`src/hw/lsu_iq_pkg.sv`:
```
package lsu_iq_pkg;

    localparam int iq_depth   = 8;
    localparam int iq_idx_w   = 3;
    localparam int iq_cnt_w   = 4;  // tail runs 0..8
    localparam int wake_ports = 4;
    localparam int preg_w     = 6;
    localparam int rob_w      = 5;

    typedef enum logic [2:0] {
        LB  = 3'h0,
        LH  = 3'h1,
        LW  = 3'h2,
        LBU = 3'h3,
        LHU = 3'h4,
        SB  = 3'h5,
        SH  = 3'h6,
        SW  = 3'h7
    } lsu_op_e;

    // one load/store micro-op as it sits in the queue
    typedef struct packed {
        lsu_op_e           op;
        logic [rob_w-1:0]  rob;
        logic [preg_w-1:0] dst;
        logic              dst_we;
        logic [preg_w-1:0] src1;      // base address
        logic              src1_rdy;
        logic [preg_w-1:0] src2;      // store data
        logic              src2_rdy;  // set by dispatch for loads
        logic [11:0]       imm;
    } lsu_uop_t;

    function automatic logic is_store(lsu_op_e op);
        logic st;
        st = (op == SB) || (op == SH) || (op == SW);
        return st;
    endfunction

endpackage

```
`src/hw/lsu_iq_entry.sv`:
```
`timescale 1ns/1ps

module lsu_iq_entry (
    input  logic                                clk,
    input  logic                                rst,
    input  logic                                flush,
    input  logic                                enq_en,
    input  logic                                enq_sel,    // 0 takes port 0
    input  logic                                shift_en,
    input  logic                                shift_two,
    input  lsu_iq_pkg::lsu_uop_t                enq_uop_0,
    input  lsu_iq_pkg::lsu_uop_t                enq_uop_1,
    input  lsu_iq_pkg::lsu_uop_t                up_one,
    input  lsu_iq_pkg::lsu_uop_t                up_two,
    input  logic [lsu_iq_pkg::wake_ports-1:0]   wake_en,
    input  logic [lsu_iq_pkg::preg_w-1:0]       wake_tag_0,
    input  logic [lsu_iq_pkg::preg_w-1:0]       wake_tag_1,
    input  logic [lsu_iq_pkg::preg_w-1:0]       wake_tag_2,
    input  logic [lsu_iq_pkg::preg_w-1:0]       wake_tag_3,
    output lsu_iq_pkg::lsu_uop_t                uop,
    output logic                                rdy,
    output logic                                store
);

    lsu_iq_pkg::lsu_uop_t          nxt_uop;
    lsu_iq_pkg::lsu_uop_t          woke_uop;
    logic [lsu_iq_pkg::preg_w-1:0] wake_tag [lsu_iq_pkg::wake_ports];
    logic                          src1_hit;
    logic                          src2_hit;

    assign wake_tag[0] = wake_tag_0;
    assign wake_tag[1] = wake_tag_1;
    assign wake_tag[2] = wake_tag_2;
    assign wake_tag[3] = wake_tag_3;

    // enqueue beats shift, shift beats hold
    always_comb begin
        if (enq_en) begin
            nxt_uop = enq_sel ? enq_uop_1 : enq_uop_0;
        end else if (shift_en) begin
            nxt_uop = shift_two ? up_two : up_one;
        end else begin
            nxt_uop = uop;
        end
    end

    // wakeup on whatever lands here, so a same-cycle broadcast still counts
    always_comb begin
        src1_hit = 1'b0;
        src2_hit = 1'b0;
        for (int p = 0; p < lsu_iq_pkg::wake_ports; p++) begin
            if (wake_en[p] && (wake_tag[p] == nxt_uop.src1)) begin
                src1_hit = 1'b1;
            end
            if (wake_en[p] && (wake_tag[p] == nxt_uop.src2)) begin
                src2_hit = 1'b1;
            end
        end
        woke_uop          = nxt_uop;
        woke_uop.src1_rdy = nxt_uop.src1_rdy | src1_hit;
        woke_uop.src2_rdy = nxt_uop.src2_rdy | src2_hit;
    end

    always_ff @(posedge clk) begin
        if (rst || flush) begin
            uop <= '0;
        end else begin
            uop <= woke_uop;
        end
    end

    assign rdy   = uop.src1_rdy & uop.src2_rdy;
    assign store = lsu_iq_pkg::is_store(uop.op);

endmodule

```
`src/hw/lsu_issue_queue.sv`:
```
`timescale 1ns/1ps

module lsu_issue_queue (
    input  logic                                clk,
    input  logic                                rst,
    input  logic                                flush,
    input  logic                                enq_req_0,
    input  logic                                enq_req_1,
    input  lsu_iq_pkg::lsu_uop_t                enq_uop_0,
    input  lsu_iq_pkg::lsu_uop_t                enq_uop_1,
    input  logic [lsu_iq_pkg::wake_ports-1:0]   wake_en,
    input  logic [lsu_iq_pkg::preg_w-1:0]       wake_tag_0,
    input  logic [lsu_iq_pkg::preg_w-1:0]       wake_tag_1,
    input  logic [lsu_iq_pkg::preg_w-1:0]       wake_tag_2,
    input  logic [lsu_iq_pkg::preg_w-1:0]       wake_tag_3,
    input  logic                                lsu_busy,
    input  logic [lsu_iq_pkg::iq_idx_w-1:0]     sel0,
    input  logic                                sel0_valid,
    input  logic [lsu_iq_pkg::iq_idx_w-1:0]     sel1,
    input  logic                                sel1_valid,
    output logic                                ready,
    output lsu_iq_pkg::lsu_uop_t                deq_uop_0,
    output lsu_iq_pkg::lsu_uop_t                deq_uop_1,
    output logic [lsu_iq_pkg::iq_depth-1:0]     valid_vec,
    output logic [lsu_iq_pkg::iq_depth-1:0]     ready_vec,
    output logic [lsu_iq_pkg::iq_depth-1:0]     store_vec
);

    logic [lsu_iq_pkg::iq_cnt_w-1:0] tail;
    logic [lsu_iq_pkg::iq_cnt_w-1:0] base;     // tail after dequeues
    logic [lsu_iq_pkg::iq_cnt_w-1:0] n_enq;
    logic [lsu_iq_pkg::iq_cnt_w-1:0] n_deq;
    logic                            acc_0;
    logic                            acc_1;
    logic [lsu_iq_pkg::iq_depth-1:0] enq_en;
    logic [lsu_iq_pkg::iq_depth-1:0] enq_sel;
    logic [lsu_iq_pkg::iq_depth-1:0] shift_en;
    logic [lsu_iq_pkg::iq_depth-1:0] shift_two;
    logic [lsu_iq_pkg::iq_depth-1:0] raw_rdy;
    lsu_iq_pkg::lsu_uop_t            slot_uop [lsu_iq_pkg::iq_depth+2];

    // stall one slot early, two may arrive at once
    assign ready = (int'(tail) < lsu_iq_pkg::iq_depth - 1);

    assign acc_0 = ready & enq_req_0;
    assign acc_1 = ready & enq_req_1;

    assign n_enq = {{(lsu_iq_pkg::iq_cnt_w-1){1'b0}}, acc_0}
                 + {{(lsu_iq_pkg::iq_cnt_w-1){1'b0}}, acc_1};
    assign n_deq = {{(lsu_iq_pkg::iq_cnt_w-1){1'b0}}, sel0_valid}
                 + {{(lsu_iq_pkg::iq_cnt_w-1){1'b0}}, sel1_valid};
    assign base  = tail - n_deq;

    always_comb begin
        for (int i = 0; i < lsu_iq_pkg::iq_depth; i++) begin
            // new uops go right above the shifted survivors
            enq_en[i]    = (acc_0 && (int'(base) == i))
                        || (acc_1 && (int'(base) + int'(acc_0) == i));
            enq_sel[i]   = !(acc_0 && (int'(base) == i));
            // one hole below -> pull from i+1, two holes -> from i+2
            shift_en[i]  = sel0_valid && (i >= int'(sel0));
            shift_two[i] = sel1_valid && (i + 1 >= int'(sel1));
            valid_vec[i] = (i < int'(tail));
        end
    end

    // arbiter only sees issuable entries
    assign ready_vec = raw_rdy & valid_vec & {lsu_iq_pkg::iq_depth{~lsu_busy}};

    assign slot_uop[lsu_iq_pkg::iq_depth]   = '0;
    assign slot_uop[lsu_iq_pkg::iq_depth+1] = '0;

    for (genvar g = 0; g < lsu_iq_pkg::iq_depth; g++) begin : g_slot
        lsu_iq_entry u_entry (
            .clk        (clk),
            .rst        (rst),
            .flush      (flush),
            .enq_en     (enq_en[g]),
            .enq_sel    (enq_sel[g]),
            .shift_en   (shift_en[g]),
            .shift_two  (shift_two[g]),
            .enq_uop_0  (enq_uop_0),
            .enq_uop_1  (enq_uop_1),
            .up_one     (slot_uop[g+1]),
            .up_two     (slot_uop[g+2]),
            .wake_en    (wake_en),
            .wake_tag_0 (wake_tag_0),
            .wake_tag_1 (wake_tag_1),
            .wake_tag_2 (wake_tag_2),
            .wake_tag_3 (wake_tag_3),
            .uop        (slot_uop[g]),
            .rdy        (raw_rdy[g]),
            .store      (store_vec[g])
        );
    end

    assign deq_uop_0 = slot_uop[sel0];
    assign deq_uop_1 = slot_uop[sel1];

    always_ff @(posedge clk) begin
        if (rst || flush) begin
            tail <= '0;
        end else begin
            tail <= base + n_enq;
        end
    end

endmodule

```
`src/hw/lsu_issue_arbiter.sv`:
```
`timescale 1ns/1ps

module lsu_issue_arbiter (
    input  logic [lsu_iq_pkg::iq_depth-1:0]  req_vec,
    input  logic [lsu_iq_pkg::iq_depth-1:0]  store_vec,
    output logic [lsu_iq_pkg::iq_idx_w-1:0]  sel0,
    output logic                             sel0_valid,
    output logic [lsu_iq_pkg::iq_idx_w-1:0]  sel1,
    output logic                             sel1_valid
);

    logic [lsu_iq_pkg::iq_depth-1:0] above;
    logic [lsu_iq_pkg::iq_depth-1:0] cand;
    logic                            sel0_store;

    // lowest index is oldest, scan down so the last hit wins
    always_comb begin
        sel0       = '0;
        sel0_valid = 1'b0;
        for (int i = lsu_iq_pkg::iq_depth - 1; i >= 0; i--) begin
            if (req_vec[i]) begin
                sel0       = i[lsu_iq_pkg::iq_idx_w-1:0];
                sel0_valid = 1'b1;
            end
        end
    end

    always_comb begin
        for (int i = 0; i < lsu_iq_pkg::iq_depth; i++) begin
            above[i] = (i > int'(sel0));
        end
    end

    assign sel0_store = sel0_valid & store_vec[sel0];

    // single store port
    assign cand = req_vec & above & ~(store_vec & {lsu_iq_pkg::iq_depth{sel0_store}});

    always_comb begin
        sel1       = '0;
        sel1_valid = 1'b0;
        for (int i = lsu_iq_pkg::iq_depth - 1; i >= 0; i--) begin
            if (cand[i]) begin
                sel1       = i[lsu_iq_pkg::iq_idx_w-1:0];
                sel1_valid = 1'b1;
            end
        end
    end

endmodule

```
`src/hw/lsu_issue_unit.sv`:
```
`timescale 1ns/1ps

module lsu_issue_unit (
    input  logic                                clk,
    input  logic                                rst,
    input  logic                                flush,
    input  logic                                enq_req_0,
    input  logic                                enq_req_1,
    input  lsu_iq_pkg::lsu_uop_t                enq_uop_0,
    input  lsu_iq_pkg::lsu_uop_t                enq_uop_1,
    input  logic [lsu_iq_pkg::wake_ports-1:0]   wake_en,
    input  logic [lsu_iq_pkg::preg_w-1:0]       wake_tag_0,
    input  logic [lsu_iq_pkg::preg_w-1:0]       wake_tag_1,
    input  logic [lsu_iq_pkg::preg_w-1:0]       wake_tag_2,
    input  logic [lsu_iq_pkg::preg_w-1:0]       wake_tag_3,
    input  logic                                lsu_busy,
    output logic                                ready,
    output logic                                issue_en_0,
    output logic                                issue_en_1,
    output lsu_iq_pkg::lsu_uop_t                issue_uop_0,
    output lsu_iq_pkg::lsu_uop_t                issue_uop_1
);

    logic [lsu_iq_pkg::iq_depth-1:0] ready_vec;   // already masked by busy
    logic [lsu_iq_pkg::iq_depth-1:0] store_vec;
    logic [lsu_iq_pkg::iq_idx_w-1:0] sel0;
    logic [lsu_iq_pkg::iq_idx_w-1:0] sel1;

    lsu_issue_queue u_queue (
        .clk        (clk),
        .rst        (rst),
        .flush      (flush),
        .enq_req_0  (enq_req_0),
        .enq_req_1  (enq_req_1),
        .enq_uop_0  (enq_uop_0),
        .enq_uop_1  (enq_uop_1),
        .wake_en    (wake_en),
        .wake_tag_0 (wake_tag_0),
        .wake_tag_1 (wake_tag_1),
        .wake_tag_2 (wake_tag_2),
        .wake_tag_3 (wake_tag_3),
        .lsu_busy   (lsu_busy),
        .sel0       (sel0),
        .sel0_valid (issue_en_0),  // a grant is an issue
        .sel1       (sel1),
        .sel1_valid (issue_en_1),
        .ready      (ready),
        .deq_uop_0  (issue_uop_0),
        .deq_uop_1  (issue_uop_1),
        .valid_vec  (),
        .ready_vec  (ready_vec),
        .store_vec  (store_vec)
    );

    lsu_issue_arbiter u_arbiter (
        .req_vec    (ready_vec),
        .store_vec  (store_vec),
        .sel0       (sel0),
        .sel0_valid (issue_en_0),
        .sel1       (sel1),
        .sel1_valid (issue_en_1)
    );

endmodule

```
`config.mk`:
```
export PLATFORM = sky130hd
export DESIGN_NAME = lsu_issue_unit
export DESIGN_NICKNAME = d
export VERILOG_FILES = /design/src/hw/lsu_iq_pkg.sv /design/src/hw/lsu_iq_entry.sv /design/src/hw/lsu_issue_queue.sv /design/src/hw/lsu_issue_arbiter.sv /design/src/hw/lsu_issue_unit.sv
export SDC_FILE = /design/constraint.sdc
export NUM_CORES = 2
export LEC_CHECK = 0
export BUFFER_PORTS_ARGS = -buffer_cell sky130_fd_sc_hd__clkbuf_2
export CAP_MARGIN = 15
export CORE_MARGIN = 2
export CORE_UTILIZATION = 35
export DETAILED_ROUTE_END_ITERATION = 10
export SLEW_MARGIN = 20
export SYNTH_ARGS = -nofsm -noshare
export SYNTH_HDL_FRONTEND = slang
export SYNTH_SLANG_ARGS = --single-unit
```
`constraint.sdc`:
```
create_clock -name clk -period 23.3 [get_ports clk]
set_input_delay 4.66 -clock clk [delete_from_list [all_inputs] [get_ports clk]]
set_output_delay 4.66 -clock clk [all_outputs]
set_load 0.02 [all_outputs]
```
==> results.json <==
{
  "netlist_top_cells_area": "dfxtp_1, nand2_1, a21oi_1, clkbuf_1, a221oi_1",
  "multiInputGateArea_mm2": 0.0232,
  "start_kind": "input pin",
  "p_leak_uw": 0.0116,
  "antenna_found_initial": 19,
  "cts_hold_buf": 0,
  "met3_length_um": 25300,
  "syn_inst": 4806,
  "timing.final.ws_setup_ns": 7.90,
  "synth_flop_cell": "dfxtp_1",
  "ys_async_sr_fraction_pct": 0,
  "drc": 2,
  "wire_per_inst_um": 29.8,
  "status": "complete, but fails checks",
  "skew_ns": 0.0187,
  "die_w_um": 305,
  "final-hold-violation-count": 0,
  "io_buffers": 200,
  "drtAntennaViolNets": 0,
  "core-area_mm2": 0.0897,
  "hpwl_um": 106000,
  "start_util_pct": 35.3,
  "overflow": 0,
  "path_class": "in -> out",
  "drtIter0Drc": 7384,
  "syn_avg_cell_area_um2": 6.58,
  "path_max_fanout": 97,
  "cts_root_buffer": "clkbuf_16",
  "rows": 110,
  "cap_viol_max_count": 0,
  "fillers": 9670,
  "wl_met2_um": 71700,
  "syn_nets": 4932,
  "synth_warnings": 0,
  "post-cts-setup-buffer-count": 0,
  "yosysSeqAreaShare_pct": 21.0,
  "regArea_mm2": 0.00665,
  "pwr_density_cell_mw_per_mm2": 47.1,
  "synth-seq-cells": 332,
  "grt_max_degree": 180,
  "drt-vias-per-instance": 6.85,
  "cts_tree": "built",
  "yosys.area.top_type": "dfxtp_1",
  "final.setup.tns_ns": 0,
  "grt_pass1_vias": 36400,
  "cts_buffers": 43,
  "cts_buffer_depth": 3,
  "min_period_over_period_pct": 66.1,
  "routed.top_layer": "met4",
  "clock_sinks": 332,
  "setup_viol": 0,
  "hold_class": "reg -> reg",
  "grt.total_usage_pct": 35.5,
  "final_cell_mix": "nand2_1, a21oi_1, nor2_1",
  "die_h_um": 305,
  "critPathRequiredTime_ns": 18.64,
  "slew_headroom_pct": 20.4,
  "final_common_cell": "nand2_1",
  "dp_cells": 5731,
  "violations": "design-rule violations",
  "cts_resized": 0,
  "io-pin-count": 201,
  "period_needed_ns": 15.40,
  "fin_cells": 5825,
  "firstDrtPassIters": 11,
  "clkTransAtPathRegs_ns": 0.05,
  "place_ws_ns": 7.95,
  "yosys.cell_types.count": 89,
  "syn_area_mm2": 0.0316,
  "whs_ns": 0.574,
  "area_growth_pct": 9.17,
  "worstPathArrival_ns": 10.74,
  "die-area_mm2": 0.0928,
  "vias": 39900,
  "final_layout_size_suffix_gt1_share_pct": 12.8,
  "synth-edff-count": 0,
  "cts_max_level": 2,
  "peakVddDrop_v": 0.0000443,
  "clock_latency_ns": 0.62,
  "met1Wirelength_um": 63400,
  "grt_first_pass_wirelength_um": 250000,
  "fin_nets": 4728,
  "end_kind": "output port",
  "slew_viol_final": 0,
  "worst_pin_slew_ns": 1.19,
  "synth_top_cell_area_share_pct": 21.0,
  "wirelength_um": 174000,
  "rsz0062_at_grt": "no",
  "place.gp.congestion": 1.02,
  "max_clock_freq_mhz": 64.9
}
through the flow:
| step | utilization [%] | power, uW | area, um^2 |
|---|---|---|---|
| 6_report | 38.5 | 1630 | 34500 |
| 5_1_grt | 38.5 | 1660 | 34500 |
| 4_1_cts | 38.4 | 1610 | 34400 |
| 3_5_place_dp | 36.9 | 938 | 33100 |
| 3_3_place_gp | 36.9 | 935 | 33100 |
| 2_1_floorplan | - | 825 | 31600 |
flip-flops by register name (all words and copies together), names as in the netlist:
register,count
u_queue.g_slot.u_entry.uop,328
u_queue.tail,4
layout make-up:
cell class | instances | share of cell area (%)
Tap cell | 1176 | 4.26
Sequential cell | 332 | 19.2
Clock buffer | 59 | 3.52
Multi-Input combinational cell | 3900 | 67.0
Inverter | 28 | 0.304
Antenna cell | 20 | 0.145
Clock inverter | 13 | 0.370
Timing Repair Buffer | 297 | 5.12
Yosys cell counts (39+ instances only):
master    instances
mux2_2          126
mux2i_1          68
or4_1            50
nor3_1          108
xnor2_1         180
nand4_1          59
nor4_1           43
a221oi_1        183
and2_1           59
xor2_1          110
a21oi_1         559
o22ai_1          39
a221o_1          41
a222oi_1         49
nor2_1          423
clkbuf_1        458
nand3_1         225
o21ai_0         179
buf_1            61
dfxtp_1         332
a22o_1           45
nand2_1         984
per-layer routing:
layer / vias up / track usage, %
met5: - / 0
met4: 0 / 24.9
met3: 846 / 9.96
met2: 3532 / 51.4
met1: 18700 / 45.2
li1: 16800 / -
power by group:
part / switching [uW] / internal, uW / leakage, uW / total, uW
sequential: 15.8 / 578 / 0.00268 / 594
clock: 306 / 377 / 0.000671 / 683
combinational: 240 / 109 / 0.00821 / 349
critical path, stage by stage:
cell and delay [ns]:
clkbuf_2 0.21, o21bai_2 0.32, o32ai_4 0.63, o21bai_1 0.22
nand2_2 0.10, buf_4 0.68, nand3_1 0.28, a211oi_1 0.61
nor2_1 0.17, a22oi_1 0.52, nand2_8 0.51, buf_4 0.58
nand2_1 0.16, a21oi_1 0.08, or4_1 0.75, clkbuf_2 0.24
final timing paths:
kind | from | end | slack (ns) | cells past startpoint
max reg2reg | u_queue.tail[3]$_SDFF_PP0_ | u_queue.g_slot[5].u_entry.uop[19]$_SDFF_PP0_ | 12.50 | 32
max | lsu_busy | issue_uop_1[11] | 7.90 | 16
min | u_queue.g_slot[7].u_entry.uop[2]$_SDFFE_PP0P_ | u_queue.g_slot[7].u_entry.uop[2]$_SDFFE_PP0P_ | 0.57 | 2
min reg2reg | u_queue.g_slot[7].u_entry.uop[2]$_SDFFE_PP0P_ | u_queue.g_slot[7].u_entry.uop[2]$_SDFFE_PP0P_ | 0.57 | 2
cells by family after synthesis:
| group | synth area share [%] |
|---|---|
| compound gates | 28.5 |
| simple gates | 28.3 |
| mux | 6.64 |
| buf+inv | 6.98 |
| xor+xnor | 8.10 |
| fa+ha+maj | 0.443 |
| flops | 21.0 |
Note: power is estimated with default switching activity, not from simulation.
